[src/include/rob_cfg.svh]
`ifndef ROB_CFG_SVH
`define ROB_CFG_SVH

// number of buffer entries, kept a power of two so tags wrap on their own
`define ROB_DEPTH 8

// tag names one entry
`define ROB_TAG_W 3

// data and pc width
`define ROB_XLEN 32

// major opcode field of an RV32I instruction
`define ROB_OPC_W 7

`endif

[src/design/rob_pkg.sv]
`include "rob_cfg.svh"

package rob_pkg;

	// RV32I major opcodes, bits [6:0] of the instruction word
	typedef enum logic [`ROB_OPC_W-1:0] {
		op_lui   = 7'b0110111,
		op_auipc = 7'b0010111,
		op_jal   = 7'b1101111,
		op_jalr  = 7'b1100111,
		op_br    = 7'b1100011,
		op_load  = 7'b0000011,
		op_store = 7'b0100011,
		op_imm   = 7'b0010011,
		op_reg   = 7'b0110011
	} opcode_e;

	// reservation station that receives a dispatched instruction
	typedef enum logic [1:0] {
		unit_br  = 2'd0,
		unit_acu = 2'd1,
		unit_lsq = 2'd2
	} unit_e;

	// one reorder buffer slot
	typedef struct packed {
		logic                 valid;
		logic                 rdy;
		opcode_e              opcode;
		logic [4:0]           rd;
		logic [`ROB_XLEN-1:0] pc;
		logic                 br_pred;
		// predicted-taken target
		logic [`ROB_XLEN-1:0] target;
		logic [`ROB_XLEN-1:0] data;
	} rob_entry_t;

	// completion word, either a result or a branch outcome
	typedef union packed {
		logic [`ROB_XLEN-1:0] value;
		struct packed {
			logic [`ROB_XLEN-2:0] pad;
			logic                 taken;
		} outcome;
	} cpl_data_u;

endpackage

[src/design/branch_resolve.sv]
`timescale 1ns/1ps
`include "rob_cfg.svh"

module branch_resolve (
	input  logic                  wb_valid_i,
	input  rob_pkg::unit_e        wb_unit_i,
	input  logic [`ROB_TAG_W-1:0] wb_tag_i,
	input  rob_pkg::cpl_data_u    wb_data_i,
	input  rob_pkg::rob_entry_t   wb_entry_i,
	output logic                  flush_o,
	output logic [`ROB_TAG_W-1:0] flush_tag_o,
	output logic [`ROB_XLEN-1:0]  flush_pc_o
);
	logic                 br_wb;
	logic                 is_cond;
	logic                 is_jalr;
	logic                 taken;
	logic                 mispredict;
	logic [`ROB_XLEN-1:0] fall_through;

	// only a live entry completed by the branch unit can redirect
	assign br_wb = wb_valid_i && (wb_unit_i == rob_pkg::unit_br) && wb_entry_i.valid;

	assign is_cond = wb_entry_i.opcode == rob_pkg::op_br;
	assign is_jalr = wb_entry_i.opcode == rob_pkg::op_jalr;

	// outcome view for conditional branches
	assign taken      = wb_data_i.outcome.taken;
	assign mispredict = is_cond && (taken != wb_entry_i.br_pred);

	assign fall_through = wb_entry_i.pc + 4;

	// jalr target is never predicted, so it always redirects
	assign flush_o = br_wb && (mispredict || is_jalr);

	// first younger tag, wraps at the depth
	assign flush_tag_o = wb_tag_i + 1'b1;

	always_comb begin
		if (is_jalr) begin
			flush_pc_o = wb_data_i.value;
		end else if (taken) begin
			flush_pc_o = wb_entry_i.target;
		end else begin
			flush_pc_o = fall_through;
		end
	end

endmodule

[src/design/completion_arbiter.sv]
`timescale 1ns/1ps
`include "rob_cfg.svh"

module completion_arbiter (
	input  logic                  clk,
	input  logic                  rst,
	input  logic                  acu_cpl_valid_i,
	input  logic [`ROB_TAG_W-1:0] acu_cpl_tag_i,
	input  logic [`ROB_XLEN-1:0]  acu_cpl_data_i,
	input  logic                  br_cpl_valid_i,
	input  logic [`ROB_TAG_W-1:0] br_cpl_tag_i,
	input  logic [`ROB_XLEN-1:0]  br_cpl_data_i,
	input  logic                  lsq_cpl_valid_i,
	input  logic [`ROB_TAG_W-1:0] lsq_cpl_tag_i,
	input  logic [`ROB_XLEN-1:0]  lsq_cpl_data_i,
	output logic                  acu_cpl_ready_o,
	output logic                  br_cpl_ready_o,
	output logic                  lsq_cpl_ready_o,
	output logic                  wb_valid_o,
	output logic [`ROB_TAG_W-1:0] wb_tag_o,
	output rob_pkg::cpl_data_u    wb_data_o,
	output rob_pkg::unit_e        wb_unit_o
);
	localparam int NUM_UNITS = 3;

	logic [NUM_UNITS-1:0]  req;
	logic [`ROB_TAG_W-1:0] tag_in [NUM_UNITS];
	logic [`ROB_XLEN-1:0]  data_in [NUM_UNITS];
	// unit with the highest priority this cycle
	logic [1:0]            prio;
	logic [1:0]            scan_idx;
	logic [1:0]            grant_idx;
	logic                  grant_vld;

	function automatic logic [1:0] next_unit(input logic [1:0] idx);
		return (idx == 2'(NUM_UNITS - 1)) ? 2'd0 : idx + 2'd1;
	endfunction

	// requests indexed by unit encoding
	always_comb begin
		req[rob_pkg::unit_br]      = br_cpl_valid_i;
		req[rob_pkg::unit_acu]     = acu_cpl_valid_i;
		req[rob_pkg::unit_lsq]     = lsq_cpl_valid_i;
		tag_in[rob_pkg::unit_br]   = br_cpl_tag_i;
		tag_in[rob_pkg::unit_acu]  = acu_cpl_tag_i;
		tag_in[rob_pkg::unit_lsq]  = lsq_cpl_tag_i;
		data_in[rob_pkg::unit_br]  = br_cpl_data_i;
		data_in[rob_pkg::unit_acu] = acu_cpl_data_i;
		data_in[rob_pkg::unit_lsq] = lsq_cpl_data_i;
	end

	// first requester found walking from prio
	always_comb begin
		scan_idx  = prio;
		grant_vld = 1'b0;
		grant_idx = prio;
		for (int i = 0; i < NUM_UNITS; i++) begin
			if (!grant_vld && req[scan_idx]) begin
				grant_vld = 1'b1;
				grant_idx = scan_idx;
			end
			scan_idx = next_unit(scan_idx);
		end
	end

	// winner drops to lowest priority
	always_ff @(posedge clk) begin
		if (rst) begin
			prio <= 2'd0;
		end else if (grant_vld) begin
			prio <= next_unit(grant_idx);
		end
	end

	assign br_cpl_ready_o  = grant_vld && (grant_idx == rob_pkg::unit_br);
	assign acu_cpl_ready_o = grant_vld && (grant_idx == rob_pkg::unit_acu);
	assign lsq_cpl_ready_o = grant_vld && (grant_idx == rob_pkg::unit_lsq);

	assign wb_valid_o      = grant_vld;
	assign wb_tag_o        = tag_in[grant_idx];
	assign wb_data_o.value = data_in[grant_idx];
	assign wb_unit_o       = rob_pkg::unit_e'(grant_idx);

endmodule

[src/design/dispatch_ctrl.sv]
`timescale 1ns/1ps

module dispatch_ctrl (
	input  logic             clk,
	input  logic             rst,
	input  logic             iq_valid_i,
	input  rob_pkg::opcode_e iq_opcode_i,
	input  logic             stall_br_i,
	input  logic             stall_acu_i,
	input  logic             stall_lsq_i,
	input  logic             full_i,
	input  logic             head_commit_i,
	input  logic             flush_i,
	output logic             iq_deq_o,
	output logic             load_br_o,
	output logic             load_acu_o,
	output logic             load_lsq_o,
	output logic             reg_write_o,
	output logic             enq_o
);
	rob_pkg::unit_e unit;
	logic           known;
	logic           stalled;
	logic           writes_rd;
	logic           room;
	logic           active;
	logic           accept;

	// storage is still clearing during reset, so hold off for one cycle after it
	always_ff @(posedge clk) begin
		if (rst) begin
			active <= 1'b0;
		end else begin
			active <= 1'b1;
		end
	end

	// opcode routing table
	always_comb begin
		unit  = rob_pkg::unit_acu;
		known = 1'b1;
		case (iq_opcode_i)
			rob_pkg::op_br, rob_pkg::op_jal, rob_pkg::op_jalr: unit = rob_pkg::unit_br;
			rob_pkg::op_load, rob_pkg::op_store: unit = rob_pkg::unit_lsq;
			rob_pkg::op_lui, rob_pkg::op_auipc,
			rob_pkg::op_imm, rob_pkg::op_reg: unit = rob_pkg::unit_acu;
			default: known = 1'b0;
		endcase
	end

	always_comb begin
		case (unit)
			rob_pkg::unit_br:  stalled = stall_br_i;
			rob_pkg::unit_lsq: stalled = stall_lsq_i;
			default:           stalled = stall_acu_i;
		endcase
	end

	// branches and stores leave the register file alone
	assign writes_rd = (iq_opcode_i != rob_pkg::op_br) && (iq_opcode_i != rob_pkg::op_store);

	// a full buffer still takes one if the head leaves this cycle
	assign room   = !full_i || head_commit_i;
	assign accept = active && iq_valid_i && known && !stalled && room && !flush_i;

	assign iq_deq_o    = accept;
	assign enq_o       = accept;
	assign load_br_o   = accept && (unit == rob_pkg::unit_br);
	assign load_acu_o  = accept && (unit == rob_pkg::unit_acu);
	assign load_lsq_o  = accept && (unit == rob_pkg::unit_lsq);
	assign reg_write_o = accept && writes_rd;

endmodule

[src/design/rob_storage.sv]
`timescale 1ns/1ps
`include "rob_cfg.svh"

module rob_storage (
	input  logic                  clk,
	input  logic                  rst,
	input  logic                  enq_i,
	input  logic [`ROB_XLEN-1:0]  iq_pc_i,
	input  rob_pkg::opcode_e      iq_opcode_i,
	input  logic [4:0]            iq_rd_i,
	input  logic                  iq_br_pred_i,
	input  logic [`ROB_XLEN-1:0]  iq_target_i,
	input  logic                  wb_valid_i,
	input  logic [`ROB_TAG_W-1:0] wb_tag_i,
	input  rob_pkg::cpl_data_u    wb_data_i,
	input  logic                  flush_i,
	input  logic [`ROB_TAG_W-1:0] flush_tag_i,
	output logic [`ROB_TAG_W-1:0] dispatch_tag_o,
	output logic                  full_o,
	output logic                  head_commit_o,
	output logic [`ROB_TAG_W:0]   free_count_o,
	output rob_pkg::rob_entry_t   wb_entry_o,
	output logic                  commit_valid_o,
	output logic [`ROB_TAG_W-1:0] commit_tag_o,
	output logic [4:0]            commit_rd_o,
	output logic [`ROB_XLEN-1:0]  commit_data_o,
	output logic                  commit_we_o,
	output logic                  bcast_valid_o,
	output logic [`ROB_TAG_W-1:0] bcast_tag_o,
	output logic [`ROB_XLEN-1:0]  bcast_data_o
);
	localparam int DEPTH = `ROB_DEPTH;
	localparam int TAG_W = `ROB_TAG_W;

	rob_pkg::rob_entry_t  ent [DEPTH];
	rob_pkg::rob_entry_t  head_ent;
	logic [TAG_W-1:0]     head;
	logic [TAG_W-1:0]     tail;
	logic [TAG_W:0]       count;
	logic [TAG_W:0]       count_n;
	logic                 commit;
	logic                 wb_hit;
	logic                 wb_link;
	logic [`ROB_XLEN-1:0] wb_rec;
	// number of entries from flush_tag_i up to the tail
	logic [TAG_W-1:0]     kill_span;
	logic [TAG_W-1:0]     kill_off [DEPTH];
	logic                 kill [DEPTH];

	assign head_ent = ent[head];
	assign commit   = head_ent.valid && head_ent.rdy;

	assign dispatch_tag_o = tail;
	assign full_o         = count == (TAG_W + 1)'(DEPTH);
	assign head_commit_o  = commit;
	assign free_count_o   = (TAG_W + 1)'(DEPTH) - count;

	assign commit_valid_o = commit;
	assign commit_tag_o   = head;
	assign commit_rd_o    = head_ent.rd;
	assign commit_data_o  = head_ent.data;
	assign commit_we_o    = commit && (head_ent.opcode != rob_pkg::op_br) &&
		(head_ent.opcode != rob_pkg::op_store);

	// writeback side
	assign wb_entry_o = ent[wb_tag_i];
	assign wb_hit     = wb_valid_i && wb_entry_o.valid;
	assign wb_link    = (wb_entry_o.opcode == rob_pkg::op_jal) ||
		(wb_entry_o.opcode == rob_pkg::op_jalr);
	// jal and jalr write the return address, not the unit result
	assign wb_rec     = wb_link ? wb_entry_o.pc + 4 : wb_data_i.value;

	// conditional branches carry only a taken bit, nothing to forward
	assign bcast_valid_o = wb_hit && (wb_entry_o.opcode != rob_pkg::op_br);
	assign bcast_tag_o   = wb_tag_i;
	assign bcast_data_o  = wb_rec;

	// tags wrap at the depth, so plain subtraction gives ring distance
	assign kill_span = tail - flush_tag_i;

	always_comb begin
		for (int i = 0; i < DEPTH; i++) begin
			kill_off[i] = TAG_W'(i) - flush_tag_i;
			kill[i]     = flush_i && (kill_off[i] < kill_span);
		end
	end

	always_comb begin
		count_n = count;
		if (enq_i) begin
			count_n = count_n + 1'b1;
		end
		if (commit) begin
			count_n = count_n - 1'b1;
		end
		if (flush_i) begin
			count_n = count_n - {1'b0, kill_span};
		end
	end

	always_ff @(posedge clk) begin
		if (rst) begin
			head  <= '0;
			tail  <= '0;
			count <= '0;
			for (int i = 0; i < DEPTH; i++) begin
				ent[i].valid <= 1'b0;
				ent[i].rdy   <= 1'b0;
			end
		end else begin
			count <= count_n;
			if (commit) begin
				ent[head].valid <= 1'b0;
				ent[head].rdy   <= 1'b0;
				head            <= head + 1'b1;
			end
			if (wb_hit) begin
				ent[wb_tag_i].rdy  <= 1'b1;
				ent[wb_tag_i].data <= wb_rec;
			end
			// drop everything younger than the redirecting branch
			for (int i = 0; i < DEPTH; i++) begin
				if (kill[i]) begin
					ent[i].valid <= 1'b0;
					ent[i].rdy   <= 1'b0;
				end
			end
			if (flush_i) begin
				tail <= flush_tag_i;
			end else if (enq_i) begin
				// tail slot may be the head leaving this cycle, so enqueue wins
				ent[tail] <= '{
					valid:   1'b1,
					rdy:     1'b0,
					opcode:  iq_opcode_i,
					rd:      iq_rd_i,
					pc:      iq_pc_i,
					br_pred: iq_br_pred_i,
					target:  iq_target_i,
					data:    '0
				};
				tail <= tail + 1'b1;
			end
		end
	end

endmodule

[src/design/rob_top.sv]
`timescale 1ns/1ps
`include "rob_cfg.svh"

module rob_top (
	input  logic                  clk,
	input  logic                  rst,
	input  logic                  iq_valid_i,
	input  rob_pkg::opcode_e      iq_opcode_i,
	input  logic [`ROB_XLEN-1:0]  iq_pc_i,
	input  logic [4:0]            iq_rd_i,
	input  logic                  iq_br_pred_i,
	input  logic [`ROB_XLEN-1:0]  iq_target_i,
	input  logic                  stall_br_i,
	input  logic                  stall_acu_i,
	input  logic                  stall_lsq_i,
	output logic                  iq_deq_o,
	output logic                  load_br_o,
	output logic                  load_acu_o,
	output logic                  load_lsq_o,
	output logic                  reg_write_o,
	output logic [`ROB_TAG_W-1:0] dispatch_tag_o,
	output logic [`ROB_TAG_W:0]   free_count_o,
	input  logic                  acu_cpl_valid_i,
	input  logic [`ROB_TAG_W-1:0] acu_cpl_tag_i,
	input  logic [`ROB_XLEN-1:0]  acu_cpl_data_i,
	output logic                  acu_cpl_ready_o,
	input  logic                  br_cpl_valid_i,
	input  logic [`ROB_TAG_W-1:0] br_cpl_tag_i,
	input  logic [`ROB_XLEN-1:0]  br_cpl_data_i,
	output logic                  br_cpl_ready_o,
	input  logic                  lsq_cpl_valid_i,
	input  logic [`ROB_TAG_W-1:0] lsq_cpl_tag_i,
	input  logic [`ROB_XLEN-1:0]  lsq_cpl_data_i,
	output logic                  lsq_cpl_ready_o,
	output logic                  bcast_valid_o,
	output logic [`ROB_TAG_W-1:0] bcast_tag_o,
	output logic [`ROB_XLEN-1:0]  bcast_data_o,
	output logic                  commit_valid_o,
	output logic [`ROB_TAG_W-1:0] commit_tag_o,
	output logic [4:0]            commit_rd_o,
	output logic [`ROB_XLEN-1:0]  commit_data_o,
	output logic                  commit_we_o,
	output logic                  flush_o,
	output logic [`ROB_XLEN-1:0]  flush_pc_o
);
	logic                  enq;
	logic                  full;
	logic                  head_commit;
	logic [`ROB_TAG_W-1:0] flush_tag;
	// internal writeback bus
	logic                  wb_valid;
	logic [`ROB_TAG_W-1:0] wb_tag;
	rob_pkg::cpl_data_u    wb_data;
	rob_pkg::unit_e        wb_unit;
	rob_pkg::rob_entry_t   wb_entry;

	dispatch_ctrl dispatch_ctrl_inst (
		.clk           (clk),
		.rst           (rst),
		.iq_valid_i    (iq_valid_i),
		.iq_opcode_i   (iq_opcode_i),
		.stall_br_i    (stall_br_i),
		.stall_acu_i   (stall_acu_i),
		.stall_lsq_i   (stall_lsq_i),
		.full_i        (full),
		.head_commit_i (head_commit),
		.flush_i       (flush_o),
		.iq_deq_o      (iq_deq_o),
		.load_br_o     (load_br_o),
		.load_acu_o    (load_acu_o),
		.load_lsq_o    (load_lsq_o),
		.reg_write_o   (reg_write_o),
		.enq_o         (enq)
	);

	completion_arbiter completion_arbiter_inst (
		.clk             (clk),
		.rst             (rst),
		.acu_cpl_valid_i (acu_cpl_valid_i),
		.acu_cpl_tag_i   (acu_cpl_tag_i),
		.acu_cpl_data_i  (acu_cpl_data_i),
		.br_cpl_valid_i  (br_cpl_valid_i),
		.br_cpl_tag_i    (br_cpl_tag_i),
		.br_cpl_data_i   (br_cpl_data_i),
		.lsq_cpl_valid_i (lsq_cpl_valid_i),
		.lsq_cpl_tag_i   (lsq_cpl_tag_i),
		.lsq_cpl_data_i  (lsq_cpl_data_i),
		.acu_cpl_ready_o (acu_cpl_ready_o),
		.br_cpl_ready_o  (br_cpl_ready_o),
		.lsq_cpl_ready_o (lsq_cpl_ready_o),
		.wb_valid_o      (wb_valid),
		.wb_tag_o        (wb_tag),
		.wb_data_o       (wb_data),
		.wb_unit_o       (wb_unit)
	);

	rob_storage rob_storage_inst (
		.clk            (clk),
		.rst            (rst),
		.enq_i          (enq),
		.iq_pc_i        (iq_pc_i),
		.iq_opcode_i    (iq_opcode_i),
		.iq_rd_i        (iq_rd_i),
		.iq_br_pred_i   (iq_br_pred_i),
		.iq_target_i    (iq_target_i),
		.wb_valid_i     (wb_valid),
		.wb_tag_i       (wb_tag),
		.wb_data_i      (wb_data),
		.flush_i        (flush_o),
		.flush_tag_i    (flush_tag),
		.dispatch_tag_o (dispatch_tag_o),
		.full_o         (full),
		.head_commit_o  (head_commit),
		.free_count_o   (free_count_o),
		.wb_entry_o     (wb_entry),
		.commit_valid_o (commit_valid_o),
		.commit_tag_o   (commit_tag_o),
		.commit_rd_o    (commit_rd_o),
		.commit_data_o  (commit_data_o),
		.commit_we_o    (commit_we_o),
		.bcast_valid_o  (bcast_valid_o),
		.bcast_tag_o    (bcast_tag_o),
		.bcast_data_o   (bcast_data_o)
	);

	branch_resolve branch_resolve_inst (
		.wb_valid_i  (wb_valid),
		.wb_unit_i   (wb_unit),
		.wb_tag_i    (wb_tag),
		.wb_data_i   (wb_data),
		.wb_entry_i  (wb_entry),
		.flush_o     (flush_o),
		.flush_tag_o (flush_tag),
		.flush_pc_o  (flush_pc_o)
	);

endmodule

[config.mk]
export PLATFORM = sky130hd
export DESIGN_NAME = rob_top
export DESIGN_NICKNAME = d
export VERILOG_FILES = /design/src/design/rob_pkg.sv /design/src/design/branch_resolve.sv /design/src/design/completion_arbiter.sv /design/src/design/dispatch_ctrl.sv /design/src/design/rob_storage.sv /design/src/design/rob_top.sv
export VERILOG_INCLUDE_DIRS = /design/src /design/src/include
export SDC_FILE = /design/constraint.sdc
export NUM_CORES = 2
export LEC_CHECK = 0
export BUFFER_PORTS_ARGS = -buffer_cell sky130_fd_sc_hd__buf_2
export CORE_ASPECT_RATIO = 0.8
export CORE_MARGIN = 8
export CORE_UTILIZATION = 30
export DETAILED_ROUTE_END_ITERATION = 8
export GPL_ROUTABILITY_DRIVEN = 0
export PLACE_DENSITY = 0.46
export SLEW_MARGIN = 20
export SYNTH_ARGS = -nofsm -noshare
export SYNTH_HDL_FRONTEND = slang
export SYNTH_SLANG_ARGS = --single-unit
[constraint.sdc]
create_clock -name clk -period 9.92 [get_ports clk]
set_input_delay 0.496 -clock clk [delete_from_list [all_inputs] [get_ports clk]]
set_output_delay 0.496 -clock clk [all_outputs]
set_load 0.005 [all_outputs]
==> impl_metrics.py <==
metrics = {
    "run_status": {
        "run_status": "finished clean",
    },
    "setup_path": {
        "r2r_start": "completion_arbiter_inst.prio[1]$_SDFFE_PP0P_",
        "timing.critical_path.max_delay_family": "compound AO/OA/AOI/OAI gates",
        "reg2reg_setup_slack_ns": 2.72,
        "cp_slowest_cell": "sky130_fd_sc_hd__a221oi_1",
        "crit_path_capture": "flush_pc_o[31]",
        "path_class": "reg -> out",
        "critPathLaunch": "completion_arbiter_inst.prio[1]$_SDFFE_PP0P_",
        "critical_path_peak_fanout": 126,
        "timing.critical_path.to_type": "output port",
        "reg2regPathDepth": 25,
        "cpMostUsedCell": "sky130_fd_sc_hd__buf_4",
        "worstReg2RegEnd": "rob_storage_inst.count[3]$_SDFF_PP0_",
        "max_stage_delay_ns": 0.87,
        "crit_required_ns": 9.42,
        "cp.buffers_inverters": 4,
        "worstPathArrival_ns": 7.46,
        "crit_chain": "nand2b_1 > o2bb2ai_1 > o32ai_2 > a21oi_4 > buf_12 > buf_4 > mux2_2 > o22ai_1 > a221oi_1 > and4_1 > nor4bb_4 > buf_4 > a31oi_1 > or2_2 > a21oi_1 > buf_2",
        "critical_path.startpoint_type": "flop",
        "worst-path-stages": 16,
    },
    "placement": {
        "port_buffers": 316,
        "dpl.hpwl_mm": 102,
        "detailed_place.area_um2": 47600,
    },
    "drt": {
        "detailed_route_wire_length_mm": 157,
        "drt_pass1_iterations": 5,
        "ant_nets": 0,
        "avgViaCountPerCell": 5.09,
        "avgRoutedWirePerCell_um": 25.0,
        "route.detailed.drc": 0,
        "drt_iter0_markers": 2716,
        "dr_total_vias": 31900,
    },
    "logic_synthesis": {
        "most_used_dff_post_synth": "sky130_fd_sc_hd__edfxtp_1",
        "synth.cell_area_um2": 43800,
        "synth.distinct_cells": 77,
        "cell_accounting_for_the_most_synthesized_area": "sky130_fd_sc_hd__edfxtp_1",
        "yosys_warnings": 0,
        "mappedNetlistNets": 4283,
        "synth.yosys.seq_area_share": 0.554,
        "ys_seq_elements": 904,
        "synth.top_cells.by_area": "sky130_fd_sc_hd__edfxtp_1 (42%), sky130_fd_sc_hd__dfxtp_1 (13%), sky130_fd_sc_hd__and2_1 (8.8%)",
        "netlist.area_leader.share": 0.422,
        "async_flop_share": 0,
        "post-synth-top-count-cell": "sky130_fd_sc_hd__edfxtp_1",
        "synth.avg_cell_area_um2": 10.8,
        "synth.cells.most_frequent": "sky130_fd_sc_hd__edfxtp_1 (616), sky130_fd_sc_hd__and2_1 (613), sky130_fd_sc_hd__nand2_1 (575), sky130_fd_sc_hd__dfxtp_1 (288), sky130_fd_sc_hd__a21oi_1 (280)",
        "synth_enable_flop_cells": 616,
        "postSynthCellCount": 4059,
    },
    "timing": {
        "max_clock_freq_mhz": 126,
        "worst_clock_skew_ns": 0.0336,
        "fin_tns_setup_ns": 0,
        "worstMarginPinSlew_ns": 1.14,
        "worst_hold_margin_ns": 0.128,
        "setup-violations-final": 0,
        "min_period_over_period": 0.802,
        "hold_viol": 0,
        "grt_setup_unrepaired": "no",
        "slew_viol_final": 0,
        "slew_headroom": 0.238,
        "timing.final.crit_period_ns": 7.96,
    },
    "cts": {
        "post_cts_buffers": 0,
        "cts_root_buffer": "sky130_fd_sc_hd__clkbuf_16",
        "h-tree-depth": 3,
        "clkSlewWorstSetupHoldPaths_ns": 0.06,
        "ctsLongestPathBuffers": 3,
        "worst_skew_pair.late_latency_ns": 0.72,
        "clock_sinks": 904,
        "cts-buffers-inserted": 99,
        "holdBufCountCts": 0,
        "tritoncts": "built",
        "ctsResizeCount": 0,
    },
    "global_routing": {
        "globalRoute.busiestLayer": "met2",
        "grt_pass1_wl_mm": 224,
        "pin_count_of_the_biggest_net_entering_global_routing": 127,
        "antenna_found_initial": 26,
        "grt_util_all_layers": 0.190,
        "globalRouteMet3Util": 0.0299,
        "grt_use_met1": 0.251,
        "gr-usage-met2": 0.317,
        "vias_in_the_first_global_route": 30800,
        "globalRouteOverflowTotal": 0,
    },
    "finish": {
        "drive_above_1_share": 0.193,
        "final_cell_area_um2": 50800,
        "fin_nets": 4496,
        "area_growth_syn_to_layout_pct": 15.9,
    },
    "pwr": {
        "net_sw_frac": 0.303,
        "power.share.combinational": 0.208,
        "power.sequential.fraction": 0.441,
        "internal_power_mw": 7.25,
        "power.density_cell_area_nw_per_um2": 205,
        "power.leakage_nw": 19.9,
        "worst_ir_drop_on_vdd_mv": 0.134,
        "power.share.clock": 0.352,
        "switchingPower_mw": 3.15,
    },
    "die": {
        "initial_core_util": 0.302,
        "die_area_um2": 159000,
        "floorplan.io_pins": 317,
        "die_x_um": 443,
        "die_height_um": 358,
        "core-area_um2": 145000,
        "fp-row-count": 125,
    },
    "worst_hold_path": {
        "worstHoldPathType": "in -> reg",
    },
    "flow_run": {
        "max-cap-violations": 0,
    },
}
-- power groups by stage --
stage | logic [mW] | registers, mW | clock network [mW]
final | 2.16 | 4.59 | 3.66
after global routing | 2.33 | 4.62 | 3.89
after CTS | 2.19 | 4.57 | 3.75
after detailed placement | 2.18 | 4.65 | 0
after global placement | 2.15 | 4.64 | 0
after floorplan | 1.28 | 4.58 | 0
-- layout by cell type (no fill, tap or decap), types with 31 or more instances in the layout --
cell / n
sky130_fd_sc_hd__edfxtp_1: 616
sky130_fd_sc_hd__a22oi_1: 42
sky130_fd_sc_hd__and3_1: 52
sky130_fd_sc_hd__mux2i_1: 99
sky130_fd_sc_hd__o211ai_1: 32
sky130_fd_sc_hd__a311oi_1: 39
sky130_fd_sc_hd__mux4_2: 76
sky130_fd_sc_hd__buf_4: 95
sky130_fd_sc_hd__nor2_1: 162
sky130_fd_sc_hd__nand3_1: 141
sky130_fd_sc_hd__nand2_1: 574
sky130_fd_sc_hd__inv_1: 46
sky130_fd_sc_hd__dfxtp_1: 285
sky130_fd_sc_hd__buf_2: 316
sky130_fd_sc_hd__and2_1: 612
sky130_fd_sc_hd__clkbuf_16: 101
sky130_fd_sc_hd__mux2_2: 91
sky130_fd_sc_hd__o21ai_0: 149
sky130_fd_sc_hd__a21oi_1: 279
sky130_fd_sc_hd__ha_1: 31
-- worst reg2reg max path: cells and delay by family, from the launching register on --
| family | cells | cell delay, ns |
|---|---|---|
| AO/OA/AOI/OAI | 8 | 2.26 |
| adder cells (fa/ha/maj) | 2 | 0.51 |
| buffers and inverters | 4 | 0.97 |
| flip-flops | 1 | 0.59 |
| multiplexers | 3 | 0.77 |
| AND/OR/NAND/NOR | 8 | 2.02 |
-- stage by stage --
stage / instances / util / setup WS [ns] / power (mW)
2_1_floorplan: 4059 / - / 3.47 / 5.86
3_3_place_gp: 6073 / 0.328 / 2.09 / 6.79
3_5_place_dp: 6074 / 0.328 / 2.60 / 6.82
4_1_cts: 6259 / 0.350 / 2.06 / 10.5
5_1_grt: 6264 / 0.350 / 1.66 / 10.8
6_report: 6267 / 0.350 / 1.96 / 10.4
-- layout make-up --
class | count | area, um2
diodes | 6 | 15.0
clock buffers | 128 | 2690
clock inverters | 57 | 463
fillers | 14400 | 94200
inverters | 68 | 305
multi-input cells | 2777 | 18200
flip-flops and latches | 904 | 24300
well taps | 1905 | 2380
repair buffers | 422 | 2490
-- worst min-delay path by stage --
stage,startpoint,endpoint,depth (start not counted)
2_1_floorplan,rob_storage_inst.ent[1][13]$_SDFFE_PP0P_,rob_storage_inst.ent[1][13]$_SDFFE_PP0P_,2
3_3_place_gp,rob_storage_inst.ent[3][13]$_SDFFE_PP0P_,rob_storage_inst.ent[3][13]$_SDFFE_PP0P_,2
3_5_place_dp,rob_storage_inst.ent[6][3]$_SDFFE_PP0P_,rob_storage_inst.ent[6][3]$_SDFFE_PP0P_,2
4_1_cts,acu_cpl_valid_i,completion_arbiter_inst.prio[1]$_SDFFE_PP0P_,3
5_1_grt,iq_pc_i[14],rob_storage_inst.ent[4][79]$_DFFE_PP_,2
6_report,acu_cpl_valid_i,completion_arbiter_inst.prio[1]$_SDFFE_PP0P_,3
-- state kept, by name (all words and copies together), names as in the netlist, named ones only --
name / flops
rob_storage_inst.commit_tag_o: 3
rob_storage_inst.dispatch_tag_o: 3
completion_arbiter_inst.prio: 2
dispatch_ctrl_inst.active: 1
rob_storage_inst.ent: 888
rob_storage_inst.count: 4
-- layer usage --
metal	routed length [um]	vias to the layer above
met5	51	-
met4	5800	8
met3	7640	239
met2	74100	905
met1	69000	15700
li1	-	15000
-- cells by family after synthesis --
group,Yosys count,share of synthesized area
AND/OR/NAND/NOR,1660,0.192
AO/OA/AOI/OAI,793,0.119
XOR/XNOR,25,0.00517
adder cells (fa/ha/maj),33,0.00977
buffers and inverters,378,0.0349
multiplexers,266,0.0851
flip-flops,904,0.554
Note: power is estimated with default switching activity, not from simulation.
